### src/common/nes_glue_pkg.sv
/*
 * nes glue package
 * word types, host register map, slot phases and button bit positions
 */
package nes_glue_pkg;

  typedef logic [7:0]  byte_t;
  typedef logic [7:0]  btn_t;      // R L D U START SELECT B A, msb first, 1 = pressed
  typedef logic [21:0] mem_addr_t; // 4MB space
  typedef logic [2:0]  ce_t;

  // host register map
  localparam byte_t HOST_ADDR_CONF   = 8'h35;
  localparam byte_t HOST_ADDR_LOADER = 8'h37;
  localparam byte_t HOST_ADDR_BTN1   = 8'h40;
  localparam byte_t HOST_ADDR_BTN2   = 8'h41;

  localparam int CONF_BIT_HOLD = 0; // holds the loader in reset

  // five-phase round, 0 to 4
  localparam ce_t CE_LAST   = 3'd4;
  localparam ce_t MEM_PHASE = 3'd0;
  localparam ce_t NES_PHASE = 3'd4;

  // nes button word positions
  localparam int BTN_R      = 7;
  localparam int BTN_L      = 6;
  localparam int BTN_D      = 5;
  localparam int BTN_U      = 4;
  localparam int BTN_START  = 3;
  localparam int BTN_SELECT = 2;
  localparam int BTN_B      = 1;
  localparam int BTN_A      = 0;

  // dualshock rx byte 0, active low
  localparam int DS_BIT_R      = 5;
  localparam int DS_BIT_L      = 7;
  localparam int DS_BIT_D      = 6;
  localparam int DS_BIT_U      = 4;
  localparam int DS_BIT_START  = 3;
  localparam int DS_BIT_SELECT = 0;

  // dualshock rx byte 1, active low
  localparam int DS_BIT_B        = 6; // X
  localparam int DS_BIT_A        = 5; // O
  localparam int DS_BIT_SQUARE   = 7;
  localparam int DS_BIT_TRIANGLE = 4;

endpackage

### src/common/joy_btn_if.sv
/*
 * joypad button bundle
 * pad and host override buttons of both players, plain levels
 */
`timescale 1ns/100ps

interface joy_btn_if;

  nes_glue_pkg::btn_t pad_btn1;
  nes_glue_pkg::btn_t pad_btn2;
  nes_glue_pkg::btn_t host_btn1;
  nes_glue_pkg::btn_t host_btn2;

  // decoded dualshock buttons
  modport pad (output pad_btn1, output pad_btn2);

  // host register overrides
  modport host (output host_btn1, output host_btn2);

  modport port (
    input pad_btn1,
    input pad_btn2,
    input host_btn1,
    input host_btn2
  );

endinterface

### src/input/autofire.sv
/*
 * autofire
 * square wave of AUTOFIRE_HALF cycles per half period while held
 */
`timescale 1ns/100ps

module autofire #(
  parameter int AUTOFIRE_HALF = 1_000_000
) (
  input  logic clk,
  input  logic sys_resetn,
  input  logic held,
  output logic fire
);

  localparam int CNT_W = (AUTOFIRE_HALF > 1) ? $clog2(AUTOFIRE_HALF) : 1;

  logic [CNT_W-1:0] cnt;
  logic             fire_q;

  always_ff @(posedge clk) begin
    if (!sys_resetn || !held) begin
      // release restarts the wave from low
      cnt    <= '0;
      fire_q <= 1'b0;
    end else if (cnt == CNT_W'(AUTOFIRE_HALF - 1)) begin
      cnt    <= '0;
      fire_q <= ~fire_q; // half period done
    end else begin
      cnt <= cnt + 1'b1;
    end
  end

  assign fire = fire_q & held; // low as soon as released

endmodule

### src/input/pad_decoder.sv
/*
 * dualshock decoder
 * maps the two active-low rx bytes of each pad onto nes button order,
 * square and triangle add autofire on B and A
 */
`timescale 1ns/100ps

module pad_decoder #(
  parameter int AUTOFIRE_HALF = 1_000_000
) (
  input  logic                clk,
  input  logic                sys_resetn,
  input  nes_glue_pkg::byte_t ds1_rx0,
  input  nes_glue_pkg::byte_t ds1_rx1,
  input  nes_glue_pkg::byte_t ds2_rx0,
  input  nes_glue_pkg::byte_t ds2_rx1,
  joy_btn_if.pad              btn
);

  logic fire_b1;
  logic fire_a1;
  logic fire_b2;
  logic fire_a2;

  // same rule for both players
  function automatic nes_glue_pkg::btn_t map_pad(input nes_glue_pkg::byte_t rx0,
                                                 input nes_glue_pkg::byte_t rx1,
                                                 input logic af_b,
                                                 input logic af_a);
    nes_glue_pkg::btn_t b;
    b[nes_glue_pkg::BTN_R]      = ~rx0[nes_glue_pkg::DS_BIT_R];
    b[nes_glue_pkg::BTN_L]      = ~rx0[nes_glue_pkg::DS_BIT_L];
    b[nes_glue_pkg::BTN_D]      = ~rx0[nes_glue_pkg::DS_BIT_D];
    b[nes_glue_pkg::BTN_U]      = ~rx0[nes_glue_pkg::DS_BIT_U];
    b[nes_glue_pkg::BTN_START]  = ~rx0[nes_glue_pkg::DS_BIT_START];
    b[nes_glue_pkg::BTN_SELECT] = ~rx0[nes_glue_pkg::DS_BIT_SELECT];
    b[nes_glue_pkg::BTN_B]      = ~rx1[nes_glue_pkg::DS_BIT_B] | af_b; // X or square fire
    b[nes_glue_pkg::BTN_A]      = ~rx1[nes_glue_pkg::DS_BIT_A] | af_a; // O or triangle fire
    return b;
  endfunction

  autofire #(.AUTOFIRE_HALF(AUTOFIRE_HALF)) u_af_b1 (
    .clk (clk), .sys_resetn (sys_resetn),
    .held (~ds1_rx1[nes_glue_pkg::DS_BIT_SQUARE]), .fire (fire_b1)
  );

  autofire #(.AUTOFIRE_HALF(AUTOFIRE_HALF)) u_af_a1 (
    .clk (clk), .sys_resetn (sys_resetn),
    .held (~ds1_rx1[nes_glue_pkg::DS_BIT_TRIANGLE]), .fire (fire_a1)
  );

  autofire #(.AUTOFIRE_HALF(AUTOFIRE_HALF)) u_af_b2 (
    .clk (clk), .sys_resetn (sys_resetn),
    .held (~ds2_rx1[nes_glue_pkg::DS_BIT_SQUARE]), .fire (fire_b2)
  );

  autofire #(.AUTOFIRE_HALF(AUTOFIRE_HALF)) u_af_a2 (
    .clk (clk), .sys_resetn (sys_resetn),
    .held (~ds2_rx1[nes_glue_pkg::DS_BIT_TRIANGLE]), .fire (fire_a2)
  );

  assign btn.pad_btn1 = map_pad(ds1_rx0, ds1_rx1, fire_b1, fire_a1);
  assign btn.pad_btn2 = map_pad(ds2_rx0, ds2_rx1, fire_b2, fire_a2);

endmodule

### src/input/joypad_port.sv
/*
 * nes joypad ports
 * two shift registers, loaded on strobe, shifted on falling joypad clock
 */
`timescale 1ns/100ps

module joypad_port (
  input  logic       clk,
  input  logic       sys_resetn,
  input  logic       joypad_strobe,
  input  logic [1:0] joypad_clock,
  joy_btn_if.port    btn,
  output logic [1:0] joypad_data
);

  nes_glue_pkg::btn_t merged [2];
  nes_glue_pkg::btn_t bits [2];
  logic [1:0]         last_clock;
  logic [1:0]         clock_fall;

  // host override ORed onto the pad
  assign merged[0] = btn.host_btn1 | btn.pad_btn1;
  assign merged[1] = btn.host_btn2 | btn.pad_btn2;

  assign clock_fall = last_clock & ~joypad_clock;

  always_ff @(posedge clk) begin
    if (!sys_resetn) begin
      last_clock <= '0;
      bits[0]    <= '0;
      bits[1]    <= '0;
    end else begin
      last_clock <= joypad_clock;
      for (int i = 0; i < 2; i++) begin
        if (joypad_strobe)
          bits[i] <= merged[i];
        if (clock_fall[i])
          bits[i] <= {1'b0, bits[i][7:1]}; // shift wins over strobe
      end
    end
  end

  assign joypad_data = {bits[1][0], bits[0][0]};

endmodule

### src/memory/mem_slot_sequencer.sv
/*
 * memory slot sequencer
 * five-phase round: memory runs in phase 0, the nes in phase 4.
 * loader writes bypass the slot, idle slots issue refresh
 */
`timescale 1ns/100ps

module mem_slot_sequencer (
  input  logic                    clk,
  input  logic                    sys_resetn,
  input  logic                    loader_done,
  input  logic                    cpu_read,
  input  logic                    ppu_read,
  input  logic                    nes_write,
  input  nes_glue_pkg::mem_addr_t nes_addr,
  input  nes_glue_pkg::byte_t     nes_wdata,
  input  logic                    loader_write,
  input  logic                    loader_refresh,
  input  nes_glue_pkg::mem_addr_t loader_addr,
  input  nes_glue_pkg::byte_t     loader_wdata,
  output logic                    reset_nes,
  output logic                    run_nes,
  output logic                    mem_read_a,
  output logic                    mem_read_b,
  output logic                    mem_write,
  output logic                    mem_refresh,
  output nes_glue_pkg::mem_addr_t mem_addr,
  output nes_glue_pkg::byte_t     mem_wdata
);

  nes_glue_pkg::ce_t phase;
  logic              run_mem;
  logic              nes_idle;

  always_ff @(posedge clk) begin
    if (!sys_resetn)
      phase <= nes_glue_pkg::MEM_PHASE;
    else if (phase == nes_glue_pkg::CE_LAST)
      phase <= nes_glue_pkg::MEM_PHASE; // wrap after the nes slot
    else
      phase <= phase + 3'd1;
  end

  // nes held in reset until the game is loaded
  assign reset_nes = ~loader_done;

  assign run_mem = (phase == nes_glue_pkg::MEM_PHASE) && !reset_nes;
  assign run_nes = (phase == nes_glue_pkg::NES_PHASE) && !reset_nes;

  // nes requests only reach memory in its slot
  assign mem_read_a = cpu_read && run_mem;
  assign mem_read_b = ppu_read && run_mem;
  assign mem_write  = (nes_write && run_mem) || loader_write;

  assign nes_idle = ~cpu_read & ~ppu_read & ~nes_write & ~loader_write;

  // unused slot or loader asking for it
  assign mem_refresh = (nes_idle && run_mem) || (loader_refresh && !loader_write);

  // loader has priority on the bus
  assign mem_addr  = loader_write ? loader_addr : nes_addr;
  assign mem_wdata = loader_write ? loader_wdata : nes_wdata;

endmodule

### src/design/host_regs.sv
/*
 * host register port
 * decodes host writes into loader config and button overrides,
 * and forwards loader address writes as a byte stream
 */
`timescale 1ns/100ps

module host_regs (
  input  logic                clk,
  input  logic                sys_resetn,
  input  nes_glue_pkg::byte_t host_addr,
  input  nes_glue_pkg::byte_t host_data,
  input  logic                host_write,
  output nes_glue_pkg::byte_t loader_byte,
  output logic                loader_strobe,
  output logic                loader_reset,
  joy_btn_if.host             btn
);

  logic               wr_conf;
  logic               wr_btn1;
  logic               wr_btn2;
  logic               loader_hold; // only config bit in use
  nes_glue_pkg::btn_t btn1_q;
  nes_glue_pkg::btn_t btn2_q;

  assign wr_conf = host_write && (host_addr == nes_glue_pkg::HOST_ADDR_CONF);
  assign wr_btn1 = host_write && (host_addr == nes_glue_pkg::HOST_ADDR_BTN1);
  assign wr_btn2 = host_write && (host_addr == nes_glue_pkg::HOST_ADDR_BTN2);

  always_ff @(posedge clk) begin
    if (!sys_resetn) begin
      loader_hold <= 1'b0;
      btn1_q      <= '0;
      btn2_q      <= '0;
    end else begin
      if (wr_conf)
        loader_hold <= host_data[nes_glue_pkg::CONF_BIT_HOLD];
      if (wr_btn1)
        btn1_q <= host_data;
      if (wr_btn2)
        btn2_q <= host_data;
    end
  end

  // game bytes go straight through, same cycle
  assign loader_strobe = host_write && (host_addr == nes_glue_pkg::HOST_ADDR_LOADER);
  assign loader_byte   = host_data;

  assign loader_reset = ~sys_resetn | loader_hold;

  assign btn.host_btn1 = btn1_q;
  assign btn.host_btn2 = btn2_q;

endmodule

### src/design/nes_glue_top.sv
/*
 * nes glue top level
 * host registers, dualshock decode, joypad ports and memory slot sequencer
 */
`timescale 1ns/100ps

module nes_glue_top #(
  parameter int AUTOFIRE_HALF = 1_000_000
) (
  input  logic                    clk,
  input  logic                    sys_resetn,
  // host port
  input  nes_glue_pkg::byte_t     host_addr,
  input  nes_glue_pkg::byte_t     host_data,
  input  logic                    host_write,
  // dualshock receive bytes
  input  nes_glue_pkg::byte_t     ds1_rx0,
  input  nes_glue_pkg::byte_t     ds1_rx1,
  input  nes_glue_pkg::byte_t     ds2_rx0,
  input  nes_glue_pkg::byte_t     ds2_rx1,
  // loader
  output nes_glue_pkg::byte_t     loader_byte,
  output logic                    loader_strobe,
  output logic                    loader_reset,
  input  logic                    loader_done,
  input  nes_glue_pkg::mem_addr_t loader_addr,
  input  nes_glue_pkg::byte_t     loader_wdata,
  input  logic                    loader_write,
  input  logic                    loader_refresh,
  // nes core
  input  logic                    joypad_strobe,
  input  logic [1:0]              joypad_clock,
  output logic [1:0]              joypad_data,
  input  logic                    cpu_read,
  input  logic                    ppu_read,
  input  logic                    nes_write,
  input  nes_glue_pkg::mem_addr_t nes_addr,
  input  nes_glue_pkg::byte_t     nes_wdata,
  output logic                    reset_nes,
  output logic                    run_nes,
  // memory controller
  output logic                    mem_read_a,
  output logic                    mem_read_b,
  output logic                    mem_write,
  output logic                    mem_refresh,
  output nes_glue_pkg::mem_addr_t mem_addr,
  output nes_glue_pkg::byte_t     mem_wdata
);

  joy_btn_if u_btn_if ();

  host_regs u_host_regs (
    .clk           (clk),
    .sys_resetn    (sys_resetn),
    .host_addr     (host_addr),
    .host_data     (host_data),
    .host_write    (host_write),
    .loader_byte   (loader_byte),
    .loader_strobe (loader_strobe),
    .loader_reset  (loader_reset),
    .btn           (u_btn_if.host)
  );

  pad_decoder #(
    .AUTOFIRE_HALF (AUTOFIRE_HALF)
  ) u_pad_decoder (
    .clk        (clk),
    .sys_resetn (sys_resetn),
    .ds1_rx0    (ds1_rx0),
    .ds1_rx1    (ds1_rx1),
    .ds2_rx0    (ds2_rx0),
    .ds2_rx1    (ds2_rx1),
    .btn        (u_btn_if.pad)
  );

  joypad_port u_joypad_port (
    .clk           (clk),
    .sys_resetn    (sys_resetn),
    .joypad_strobe (joypad_strobe),
    .joypad_clock  (joypad_clock),
    .btn           (u_btn_if.port),
    .joypad_data   (joypad_data)
  );

  mem_slot_sequencer u_mem_slot_sequencer (
    .clk            (clk),
    .sys_resetn     (sys_resetn),
    .loader_done    (loader_done),
    .cpu_read       (cpu_read),
    .ppu_read       (ppu_read),
    .nes_write      (nes_write),
    .nes_addr       (nes_addr),
    .nes_wdata      (nes_wdata),
    .loader_write   (loader_write),
    .loader_refresh (loader_refresh),
    .loader_addr    (loader_addr),
    .loader_wdata   (loader_wdata),
    .reset_nes      (reset_nes),
    .run_nes        (run_nes),
    .mem_read_a     (mem_read_a),
    .mem_read_b     (mem_read_b),
    .mem_write      (mem_write),
    .mem_refresh    (mem_refresh),
    .mem_addr       (mem_addr),
    .mem_wdata      (mem_wdata)
  );

endmodule

### config.mk
export PLATFORM = sky130hd
export DESIGN_NAME = nes_glue_top
export DESIGN_NICKNAME = d
export VERILOG_FILES = /design/src/common/nes_glue_pkg.sv /design/src/common/joy_btn_if.sv /design/src/input/autofire.sv /design/src/input/pad_decoder.sv /design/src/input/joypad_port.sv /design/src/memory/mem_slot_sequencer.sv /design/src/design/host_regs.sv /design/src/design/nes_glue_top.sv
export SDC_FILE = /design/constraint.sdc
export NUM_CORES = 1
export LEC_CHECK = 0
export BUFFER_PORTS_ARGS = -buffer_cell sky130_fd_sc_hd__buf_2
export CORE_ASPECT_RATIO = 0.5
export CORE_MARGIN = 2
export CORE_UTILIZATION = 50
export CTS_BUF_LIST = sky130_fd_sc_hd__clkbuf_4
export CTS_CLUSTER_SIZE = 16
export DETAILED_ROUTE_END_ITERATION = 16
export GPL_ROUTABILITY_DRIVEN = 0
export PLACE_DENSITY = 0.77
export SLEW_MARGIN = 20
export SYNTH_ARGS = -nofsm -noshare
export SYNTH_HDL_FRONTEND = slang
export SYNTH_SLANG_ARGS = --single-unit
### constraint.sdc
create_clock -name clk -period 3 [get_ports clk]
set_input_delay 0.6 -clock clk [delete_from_list [all_inputs] [get_ports clk]]
set_output_delay 0.6 -clock clk [all_outputs]
set_load 0.1 [all_outputs]
==> reports/qor.yml, run 1 <==
cp_top_family: "buffers and inverters"
fin_nets: 909
power.internal_mw: 2.15
detail_route.wl_per_cell_um: 13.0
cp.arrival_ns: 2.12
antenna_found_initial: 0
rsz0062_at_grt: "no"
grt_pass1_vias: 4621
power_switching_mw: 1.02
swShare_pct: 32.1
root_buffer: "clkbuf_4"
syn-instance-count: 638
combPwrFrac_pct: 18.7
ys_seq_area_share_pct: 43.8
fin_worst_skew_ns: 0.0121
required_ns: 2.40
crit_chain: "inv_1, ha_1, nor3b_1, a21oi_1, nor2_2, buf_2"
rows: 28
layout-drive-gt1-share_pct: 28.7
r2r_start: "u_pad_decoder.u_af_a1.cnt[0]$_SDFF_PP0_"
tns_ns: 0
yosys_warnings: 0
routed_wl_um: 12400
drt-initial-drc-count: 220
ys.flop_type: "dfxtp_1"
crit_path_start: "u_mem_slot_sequencer.phase[0]$_SDFF_PP0_"
hold_violations: 0
synth_cell_type_count: 48
cts_resized: 0
start_util_pct: 50.7
critPathKind: "reg -> out"
ios: 168
final-max-slew-violation-count: 0
crit_path_max_fanout: 4
hold_class: "in -> reg"
drc: 0
fmax_mhz: 368
grt_first_pass_wirelength_um: 20000
dieArea_um2: 12800
setup_viol: 0
core_area_um2: 11700
endpoint: "mem_refresh"
clockBufferDepth: 2
crit_path_end_kind: "output port"
ys_seq_elements: 122
cpPeakStageDelay_ns: 0.43
p_per_area_nw_per_um2: 454
post-route-min-period_ns: 2.72
grt.total_usage_pct: 19.6
syn_nets: 764
grt_overflow: 0
seqPwrFrac_pct: 53.5
async_flop_share_pct: 0
syn_area_um2: 5920
p_leak_nw: 2.53
cp.depth: 6
dr.pass1.iters: 4
ant_nets: 0
grt_max_degree: 33
clock_sinks: 122
min_period_over_period_pct: 90.7
antenna_cells: 0
crit_slowest_cell: "buf_2"
synth_edf_count: 15
clk_latency_ns: 0.50
post-dp-hpwl_um: 9140
die_x_um: 158
vias: 4988
ctsHtreeMaxLevel: 4
cts_tree: "yes"
postSynthAreaPerCell_um2: 9.28
area_delta_synth_final_pct: 17.6
cts.clk_slew.worst_paths_ns: 0.09
tightestPinTransition_ns: 0.730
relSlewSlack_pct: 51.3
startpoint_type: "flip-flop"
die_h_um: 80.9
crit_buf_inv: 2
power.total_mw: 3.16
r2r_cells: 5
holdBufCountCts: 0
cts_buffers: 17
vias_per_cell: 5.21
rr_endpoint: "u_pad_decoder.u_af_a1.cnt[3]$_SDFF_PP0_"
postCtsSetupBuffers: 0
rrSetupSlack_ns: 0.80
ir_drop_mv: 0.234
status: "finished clean"
port_buffers: 155
maxCapViolCount: 0
p_clk_share_pct: 27.7
## cell type report
type                       count  area [µm²]
inverter                      18        67.6
clock buffer                  20         150
multi-input combinational    464        3090
sequential                   122        2590
tap                          165         206
timing repair buffer         160         813
clock inverter                 8        36.3
fill                        1016        4710
## logic make-up after synthesis
kind of cell	share of synthesized area (%)
and+or+nand+nor	27.4
DFF	43.8
AOI/OAI and AO/OA	7.19
buffers and inverters	4.04
xor gates and xnor gates	7.55
muxes	8.75
adders and majority gates	1.27
## power groups by stage
stage               registers, mW  clock network (mW)  logic, mW
floorplan                    1.73                   0      0.469
global placement             1.73                   0      0.586
detailed placement           1.73                   0      0.593
CTS                          1.69               0.893      0.595
global route                 1.70               0.961      0.621
finish                       1.69               0.877      0.592
## cells in the final DEF, fill, tap and decap left out, types with 12 or more instances in the layout
cell	n
buf_2	155
dfxtp_1	107
nor2_1	64
nand2_1	36
nor2b_1	35
mux2_2	30
xor2_1	26
xnor2_1	25
a21oi_1	24
nand4_1	23
nand3_1	23
o31ai_1	20
or3_1	20
clkbuf_4	20
o21ai_0	19
inv_1	18
mux2i_1	18
edfxtp_1	15
nor3_1	12
## metal layers
layer | routed length [µm] | global-route usage, %
met5 | 0 | 0
met3 | 457 | 4.38
met4 | 228 | 8.36
met1 | 5570 | 23.3
met2 | 6190 | 34.6
## flip-flops by register name, summed over array words and instances, names as in the netlist, 3 cells and up
name,count
u_pad_decoder.u_af_a1.cnt,20
u_host_regs.btn.host_btn2,8
u_mem_slot_sequencer.phase,3
u_joypad_port.bits,16
u_pad_decoder.u_af_a2.cnt,20
u_host_regs.btn.host_btn1,8
u_pad_decoder.u_af_b2.cnt,20
u_pad_decoder.u_af_b1.cnt,20
## worst reg2reg max path, cell delays in order, from the launching register on
cell      delay, ns
dfxtp_1        0.40
ha_1           0.23
nand3_1        0.28
or3_1          0.44
o21bai_2       0.60
nor2_1         0.12
## worst min path at each step
stage | from | end | slack (ns) | cells past startpoint
after floorplan | u_pad_decoder.u_af_b1.cnt[0]$_SDFF_PP0_ | u_pad_decoder.u_af_b1.cnt[0]$_SDFF_PP0_ | 0.41 | 1
after global placement | u_pad_decoder.u_af_b1.cnt[0]$_SDFF_PP0_ | u_pad_decoder.u_af_b1.cnt[0]$_SDFF_PP0_ | 0.42 | 1
after detailed placement | u_pad_decoder.u_af_b1.cnt[0]$_SDFF_PP0_ | u_pad_decoder.u_af_b1.cnt[0]$_SDFF_PP0_ | 0.43 | 1
after CTS | joypad_clock[0] | u_joypad_port.last_clock[0]$_SDFF_PN0_ | 0.31 | 2
after global routing | joypad_clock[1] | u_joypad_port.last_clock[1]$_SDFF_PN0_ | 0.32 | 2
final | joypad_clock[0] | u_joypad_port.last_clock[0]$_SDFF_PN0_ | 0.33 | 2
## synth_stat cells, drive strengths merged (20+ instances only)
cell,instances,share of area [%]
a21oi,24,2.0
dfxtp,107,36
mux2,30,5.7
nand2,36,2.3
nand3,23,1.9
nand4,23,2.4
nor2,65,4.1
nor2b,35,3.7
o21ai,21,1.8
o31ai,20,2.5
or3,20,2.1
xnor2,25,3.7
xor2,26,3.8
## metrics by stage
step	util [%]	area (µm²)	hold WS (ns)	worst slack, ns	instances
floorplan	-	5930	0.413	0.00783	638
global placement	58.1	6770	0.421	0.598	929
detailed placement	58.1	6770	0.435	0.544	929
CTS	59.7	6960	0.308	0.256	957
global route	59.7	6960	0.316	0.129	957
finish	59.7	6960	0.334	0.279	957
No activity file was read; power rests on OpenSTA's default activity.
==> run 2: changes to the inputs <==
--- a/config.mk
+++ b/config.mk
@@ -5,15 +5,16 @@
 export SDC_FILE = /design/constraint.sdc
 export NUM_CORES = 1
 export LEC_CHECK = 0
+export ABC_AREA = 1
 export BUFFER_PORTS_ARGS = -buffer_cell sky130_fd_sc_hd__buf_2
 export CORE_ASPECT_RATIO = 0.5
-export CORE_MARGIN = 2
+export CORE_MARGIN = 8
 export CORE_UTILIZATION = 50
 export CTS_BUF_LIST = sky130_fd_sc_hd__clkbuf_4
 export CTS_CLUSTER_SIZE = 16
 export DETAILED_ROUTE_END_ITERATION = 16
 export GPL_ROUTABILITY_DRIVEN = 0
-export PLACE_DENSITY = 0.77
+export PLACE_DENSITY = 0.76
 export SLEW_MARGIN = 20
 export SYNTH_ARGS = -nofsm -noshare
 export SYNTH_HDL_FRONTEND = slang
==> run 2 against run 1 <==
Compared with the run above: count of clock-buffer cells in the layout decreased by 2; combinational power up 25%; synthesized cell count up 50%; die area grew 33%; largest cell class unchanged; largest power group unchanged; via count grew 28%; setup slack better by 0.098 ns; maximum frequency is 3.7% higher; highest routed layer unchanged; global-route usage is 0.22 points lower; routed wire length grew 34%; cell area up 17%; utilization up 4.7 points.
==> reports/qor.yml, run 2 <==
status: "finished clean"  # unchanged
p_leak_nw: 3.44  # was 2.53 nW
ys_seq_area_share_pct: 40.2  # was 43.8%
grt_first_pass_wirelength_um: 26800  # was 20000 µm
detail_route.wl_per_cell_um: 12.8  # was 13.0 µm
power.total_mw: 3.87  # was 3.16 mW
layout_common_cells: "264 x nand2_1, 196 x nor2_1, 124 x buf_2"  # was 155 x buf_2, 107 x dfxtp_1, 64 x nor2_1
required_ns: 2.40  # about the same
drt-initial-drc-count: 365  # was 220
drc: 0  # unchanged
grt_overflow: 0  # unchanged
final-max-slew-violation-count: 0  # unchanged
cpPeakStageDelay_ns: 0.44  # was 0.43 ns
grt.busiest_layer: "met2"  # unchanged
p_per_area_nw_per_um2: 477  # was 454 nW/µm²
crit_path_max_fanout: 4  # unchanged
vias_per_cell: 4.92  # was 5.21
layout-drive-gt1-share_pct: 20.9  # was 28.7%
r2r_start: "u_pad_decoder.u_af_b2.cnt[0]$_SDFF_PP0_"  # was u_pad_decoder.u_af_a1.cnt[0]$_SDFF_PP0_
multiInputGateArea_um2: 3320  # was 3090 µm²
clk_latency_ns: 0.52  # was 0.50 ns
cts.clk_slew.worst_paths_ns: 0.11  # was 0.09 ns
port_buffers: 155  # unchanged
cp_top_family: "buffers and inverters"  # unchanged
critPathKind: "reg -> out"  # unchanged
die_x_um: 177  # was 158 µm
crit_path_start: "u_mem_slot_sequencer.phase[0]$_SDFF_PP0_"  # unchanged
synth_cell_type_count: 33  # was 48
crit_chain: "inv_1, ha_1, nand3_1, nor3_1, a21oi_1, nor2_1, buf_2"  # was inv_1, ha_1, nor3b_1, a21oi_1, nor2_2, buf_2
grt_max_degree: 32  # was 33
yosys_warnings: 0  # unchanged
cts_buffers: 17  # unchanged
maxCapViolCount: 0  # unchanged
hold_violations: 0  # unchanged
grt.total_usage_pct: 19.3  # was 19.6%
dp_cells: 1264  # was 929
core_area_um2: 12600  # was 11700 µm²
tightestPinTransition_ns: 0.514  # was 0.730 ns
grt_pass1_vias: 5944  # was 4621
dr.pass1.iters: 5  # was 4
crit_slowest_cell: "buf_2"  # unchanged
tns_ns: 0  # unchanged
area_delta_synth_final_pct: 26.1  # was 17.6%
grtUsageMet1_pct: 22.9  # was 23.3%
rows: 29  # was 28
post-dp-hpwl_um: 13100  # was 9140 µm
vias: 6376  # was 4988
yosys-top-cells-area: "dfxtp_1 33%, nand2_1 15%, nor2_1 11%"  # was dfxtp_1 36%, edfxtp_1 7.6%, mux2_2 5.7%
fmax_mhz: 381  # was 368 MHz
crit_path_end_kind: "output port"  # unchanged
ant_nets: 0  # unchanged
ys.flop_type: "dfxtp_1"  # unchanged
startpoint_type: "flip-flop"  # unchanged
cts_resized: 0  # unchanged
root_buffer: "clkbuf_4"  # unchanged
netlist.area_leader.share_pct: 33.2  # was 36.2%
clock_sinks: 122  # unchanged
yosys.area.top_type: "dfxtp_1"  # unchanged
rsz0062_at_grt: "no"  # unchanged
ios: 168  # unchanged
clockBufferDepth: 2  # unchanged
async_flop_share_pct: 0  # unchanged
ys_seq_elements: 122  # unchanged
setup_viol: 0  # unchanged
die_h_um: 96.3  # was 80.9 µm
instances_no_fill: 1297  # was 957
hold_class: "in -> reg"  # unchanged
syn_area_um2: 6450  # was 5920 µm²
synth_most_common_cell: "nand2_1"  # was dfxtp_1
relSlewSlack_pct: 66.0  # was 51.3%
fin_worst_skew_ns: 0.0171  # was 0.0121 ns
n_fill_cell: 1147  # was 1016
ir_drop_mv: 0.389  # was 0.234 mV
syn_nets: 1086  # was 764
cp.arrival_ns: 2.02  # was 2.12 ns
postCtsSetupBuffers: 0  # unchanged
postSynthAreaPerCell_um2: 6.72  # was 9.28 µm²
register_area_um2: 2590  # unchanged
dieArea_um2: 17000  # was 12800 µm²
holdBufCountCts: 0  # unchanged
yosys-top-cells-count: "264 x nand2_1, 196 x nor2_1, 107 x dfxtp_1, 98 x inv_1, 71 x nand3_1"  # was 107 x dfxtp_1, 65 x nor2_1, 36 x nand2_1, 35 x nor2b_1, 30 x mux2_2
min_period_over_period_pct: 87.4  # was 90.7%
synth_edf_count: 15  # unchanged
start_util_pct: 51.1  # was 50.7%
cts_tree: "yes"  # unchanged
met3_usage_pct: 4.11  # was 4.38%
routed_wl_um: 16600  # was 12400 µm
use_met2_pct: 34.3  # was 34.6%
final_common_cell: "nand2_1"  # was buf_2
post-route-min-period_ns: 2.62  # was 2.72 ns
min_from: "joypad_clock[0]"  # unchanged
crit_buf_inv: 2  # unchanged
ctsHtreeMaxLevel: 4  # unchanged
antenna_found_initial: 1  # was 0
fin_util_pct: 64.4  # was 59.7%
fin_nets: 1239  # was 909
syn-instance-count: 960  # was 638
[run 2: cell count changes after synthesis, sizes merged, moves of 11 or more]
| cell | before | now |
|---|---|---|
| mux2i | 18 | 0 |
| nor2 | 65 | 220 |
| a21oi | 24 | 36 |
| or4 | 11 | 0 |
| xor2 | 26 | 14 |
| or3 | 20 | 0 |
| nand2 | 36 | 270 |
| nand3 | 23 | 75 |
| nor2b | 35 | 0 |
| inv | 18 | 100 |
| o31ai | 20 | 0 |
| mux2 | 30 | 0 |
[run 2: final cells by class]
class / count / area share (%)
Multi-Input combinational cell: 713 / 40.8
Sequential cell: 122 / 31.9
Timing Repair Buffer: 158 / 15.5
Inverter: 101 / 4.66
Clock inverter: 14 / 2.79
Tap cell: 170 / 2.62
Clock buffer: 18 / 1.66
Antenna cell: 1 / 0.0308
[run 2: layer usage]
layer	wire [µm]	up-vias
met3	1130	28
met2	7940	209
met1	7300	2828
li1	-	3311
met5	0	-
met4	264	0
[run 2: worst paths after layout]
| path | slack, ns | endpoint | depth (start not counted) |
|---|---|---|---|
| max reg2reg | 1.40 | u_pad_decoder.u_af_b2.cnt[13]$_SDFF_PP0_ | 6 |
| min | 0.27 | u_joypad_port.last_clock[0]$_SDFF_PN0_ | 3 |
| max | 0.38 | mem_refresh | 7 |
| min reg2reg | 0.46 | u_mem_slot_sequencer.phase[0]$_SDFF_PP0_ | 1 |
[run 2: per-stage QoR]
step / setup slack (ns) / cell area (µm²) / hold slack (ns)
floorplan: -0.0814 / 6460 / 0.417
global route: 0.186 / 8130 / 0.251
detailed placement: 0.704 / 7760 / 0.441
finish: 0.377 / 8130 / 0.266
CTS: 0.340 / 8130 / 0.240
global placement: 0.720 / 7760 / 0.428
[run 2: power by group]
| group | switching (mW) | leakage, nW | internal [mW] |
|---|---|---|---|
| sequential | 0.0123 | 1.03 | 1.68 |
| combinational | 0.513 | 2.23 | 0.228 |
| clock | 0.611 | 0.187 | 0.829 |
| total | 1.14 | 3.44 | 2.74 |
[run 2: cell families after synthesis]
family	count (synthesis)	synth area share, %
AOI/OAI and AO/OA	71	5.76
xor gates and xnor gates	31	4.21
adders and majority gates	6	1.16
buffers and inverters	125	8.52
DFF	122	40.2
and+or+nand+nor	605	40.1
[run 2: worst min-delay path: stages]
cell and delay (ns):
buf_2 0.09, nand2_1 0.04, inv_1 0.04
==> run 3: changes to the inputs <==
--- a/config.mk
+++ b/config.mk
@@ -8,14 +8,14 @@
 export ABC_AREA = 1
 export BUFFER_PORTS_ARGS = -buffer_cell sky130_fd_sc_hd__buf_2
 export CORE_ASPECT_RATIO = 0.5
-export CORE_MARGIN = 8
+export CORE_MARGIN = 2
 export CORE_UTILIZATION = 50
-export CTS_BUF_LIST = sky130_fd_sc_hd__clkbuf_4
 export CTS_CLUSTER_SIZE = 16
 export DETAILED_ROUTE_END_ITERATION = 16
 export GPL_ROUTABILITY_DRIVEN = 0
-export PLACE_DENSITY = 0.76
+export PLACE_DENSITY = 0.75
 export SLEW_MARGIN = 20
 export SYNTH_ARGS = -nofsm -noshare
 export SYNTH_HDL_FRONTEND = slang
+export SYNTH_HIERARCHICAL = 1
 export SYNTH_SLANG_ARGS = --single-unit
==> run 3 against run 2 <==
Compared with the run above: clock power rose by 35%; clock skew fell by 0.0087 ns; global-route usage rose by 2.9 points; non-clock buffer count did not move; first-iteration DRC count rose by 19%; sequential power barely moved; sequential share of layout area fell by 1.8 points; critical endpoint is now mem_read_a.
==> reports/qor.yml, run 3 <==
crit_path_start: "u_mem_slot_sequencer/phase[0]$_SDFF_PP0_"  # was u_mem_slot_sequencer.phase[0]$_SDFF_PP0_
cts.clk_slew.worst_paths_ns: 0.06  # was 0.11 ns
yosys-top-cells-area: "dfxtp_1 29%, nand2_1 16%, nor2_1 8.3%"  # was dfxtp_1 33%, nand2_1 15%, nor2_1 11%
ios: 168  # unchanged
syn_area_um2: 7270  # was 6450 µm²
netlist.area_leader.share_pct: 29.5  # was 33.2%
register_area_um2: 2590  # unchanged
core_area_um2: 14300  # was 12600 µm²
whs_ns: 0.408  # was 0.266 ns
clk_latency_ns: 0.41  # was 0.52 ns
startpoint_type: "flip-flop"  # unchanged
vias: 6950  # was 6376
synth_most_common_cell: "nand2_1"  # unchanged
area_delta_synth_final_pct: 18.7  # was 26.1%
post-route-min-period_ns: 2.43  # was 2.62 ns
fin_nets: 1347  # was 1239
setup_viol: 0  # unchanged
ys_seq_elements: 122  # unchanged
wl_met1_um: 7550  # was 7300 µm
synth_top_family_by_area: "simple AND/OR/NAND/NOR gates"  # unchanged
hold_violations: 0  # unchanged
ys.flop_type: "dfxtp_1"  # unchanged
crit_slowest_cell: "buf_2"  # unchanged
crit_chain: "inv_1, ha_1, nand3_1, nor2_1, buf_2"  # was inv_1, ha_1, nand3_1, nor3_1, a21oi_1, nor2_1, buf_2
cp.arrival_ns: 1.83  # was 2.02 ns
ir_drop_mv: 0.420  # was 0.389 mV
syn-instance-count: 1072  # was 960
min_period_over_period_pct: 80.8  # was 87.4%
die_x_um: 174  # was 177 µm
r2r_start: "u_pad_decoder/u_af_b1/cnt[0]$_SDFF_PP0_"  # was u_pad_decoder.u_af_b2.cnt[0]$_SDFF_PP0_
rows: 31  # was 29
vias_per_cell: 4.85  # was 4.92
cpPeakStageDelay_ns: 0.47  # was 0.44 ns
required_ns: 2.40  # about the same
crit_path_end_kind: "output port"  # unchanged
top_layer_used: "met4"  # unchanged
n_fill_cell: 1305  # was 1147
fin_util_pct: 60.3  # was 64.4%
holdBufCountCts: 0  # unchanged
synthMuxAreaShare_pct: 0  # unchanged
hold_class: "in -> reg"  # unchanged
fmax_mhz: 412  # was 381 MHz
power.total_mw: 4.31  # was 3.87 mW
detail_route.wl_per_cell_um: 12.1  # was 12.8 µm
drt-initial-drc-count: 436  # was 365
synth_fa_ha_area_share_pct: 1.03  # was 1.16%
fin_worst_skew_ns: 0.00833  # was 0.0171 ns
dieArea_um2: 15600  # was 17000 µm²
start_util_pct: 50.8  # was 51.1%
crit_path_max_fanout: 4  # unchanged
synth_edf_count: 15  # unchanged
grt_pass1_vias: 6197  # was 5944
synth_simple_gate_area_share_pct: 43.1  # was 40.1%
place_area_um2: 8060  # was 7760 µm²
cts_resized: 0  # unchanged
ctsHtreeMaxLevel: 4  # unchanged
die_h_um: 89.2  # was 96.3 µm
crit_buf_inv: 2  # unchanged
root_buffer: "clkbuf_16"  # was clkbuf_4
final_common_cell: "nand2_1"  # unchanged
setup_ws_ns: 0.575  # was 0.377 ns
rr_endpoint: "u_pad_decoder/u_af_b1/cnt[12]$_SDFF_PP0_"  # was u_pad_decoder.u_af_b2.cnt[13]$_SDFF_PP0_
pre_cts_slack_ns: 0.640  # was 0.704 ns
cts_buffers: 17  # unchanged
grt_first_pass_wirelength_um: 28000  # was 26800 µm
routed_wl_um: 17400  # was 16600 µm
synth-xor-area-share_pct: 3.98  # was 4.21%
yosys_warnings: 6  # was 0
synth_compound_area_share_pct: 4.94  # was 5.76%
wl_met3_um: 947  # was 1130 µm
dr.pass1.iters: 5  # unchanged
post-dp-hpwl_um: 13300  # was 13100 µm
layout_common_cells: "305 x nand2_1, 161 x nor2_1, 155 x buf_2"  # was 264 x nand2_1, 196 x nor2_1, 124 x buf_2
maxCapViolCount: 0  # unchanged
antenna_found_initial: 1  # unchanged
ys_seq_area_share_pct: 35.7  # was 40.2%
yosys-top-cells-count: "305 x nand2_1, 161 x nor2_1, 135 x inv_1, 107 x dfxtp_1, 65 x nand3_1"  # was 264 x nand2_1, 196 x nor2_1, 107 x dfxtp_1, 98 x inv_1, 71 x nand3_1
final-max-slew-violation-count: 0  # unchanged
status: "finished clean"  # unchanged
tightestPinTransition_ns: 0.500  # was 0.514 ns
grt_overflow: 0  # unchanged
postSynthAreaPerCell_um2: 6.78  # was 6.72 µm²
multiInputGateArea_um2: 3860  # was 3320 µm²
clock_sinks: 122  # unchanged
ant_nets: 0  # unchanged
clockBufferDepth: 2  # unchanged
endpoint: "mem_read_a"  # was mem_refresh
rrSetupSlack_ns: 1.39  # was 1.40 ns
instances_no_fill: 1433  # was 1297
postCtsSetupBuffers: 0  # unchanged
cp.depth: 5  # was 7
tns_ns: 0  # unchanged
grt_max_degree: 33  # was 32
port_buffers: 155  # unchanged
layout-drive-gt1-share_pct: 25.0  # was 20.9%
wl_met2_um: 8640  # was 7940 µm
yosys.area.top_type: "dfxtp_1"  # unchanged
grt.total_usage_pct: 22.2  # was 19.3%
relSlewSlack_pct: 66.9  # was 66.0%
cts_tree: "yes"  # unchanged
r2r_cells: 7  # was 6
p_leak_nw: 3.62  # was 3.44 nW
p_per_area_nw_per_um2: 500  # was 477 nW/µm²
async_flop_share_pct: 0  # unchanged
dp_cells: 1400  # was 1264
final_area_um2: 8630  # was 8130 µm²
critPathKind: "reg -> out"  # unchanged
syn_nets: 1198  # was 1086
drc: 0  # unchanged
synth_cell_type_count: 34  # was 33
rsz0062_at_grt: "no"  # unchanged
cp_top_family: "buffers and inverters"  # unchanged
-- run 3: cells by family (layout without fill, tap and decap cells) --
kind of cell               count (synthesis)  in the layout
AOI/OAI and AO/OA                         64             64
DFF                                      122            122
and+or+nand+nor                          669            669
xor gates and xnor gates                  33             33
adders and majority gates                  6              6
other                                      0              1
buffers and inverters                    178            340
-- run 3: area by class of cell --
| cell class | instances | area share [%] |
|---|---|---|
| clock inverter | 13 | 1.49 |
| inverter | 150 | 6.58 |
| antenna | 1 | 0.0290 |
| timing repair buffer | 158 | 9.25 |
| sequential | 122 | 30.0 |
| clock buffer | 19 | 5.02 |
| tap | 198 | 2.87 |
| multi-input combinational | 772 | 44.7 |
-- run 3: worst min path at each step --
stage | from | endpoint | slack [ns] | cells past startpoint
after floorplan | u_mem_slot_sequencer/phase[0]$_SDFF_PP0_ | u_mem_slot_sequencer/phase[0]$_SDFF_PP0_ | 0.42 | 1
after global routing | joypad_clock[0] | u_joypad_port/last_clock[0]$_SDFF_PN0_ | 0.40 | 3
final | joypad_clock[0] | u_joypad_port/last_clock[0]$_SDFF_PN0_ | 0.41 | 3
after CTS | joypad_clock[0] | u_joypad_port/last_clock[0]$_SDFF_PN0_ | 0.40 | 3
after global placement | u_mem_slot_sequencer/phase[0]$_SDFF_PP0_ | u_mem_slot_sequencer/phase[0]$_SDFF_PP0_ | 0.43 | 1
after detailed placement | u_mem_slot_sequencer/phase[0]$_SDFF_PP0_ | u_mem_slot_sequencer/phase[0]$_SDFF_PP0_ | 0.45 | 1
-- run 3: power breakdown --
part / switching, mW / internal [mW] / total, mW
registers: 0.0139 / 1.68 / 1.70
clock network: 0.733 / 1.21 / 1.95
logic: 0.527 / 0.141 / 0.669
-- run 3: worst register-to-register path: cells and delay by family, from the launching register on --
family,cells,cell delay (ns)
flip-flops,1,0.38
adder cells (fa/ha/maj),1,0.25
AND/OR/NAND/NOR,5,0.64
XOR/XNOR,1,0.22
-- run 3: metal layers --
layer | track usage [%] | up-vias
li1 | - | 3613
met1 | 26.2 | 3135
met2 | 40.6 | 183
met3 | 5.95 | 19
met4 | 6.89 | 0
met5 | 0 | -
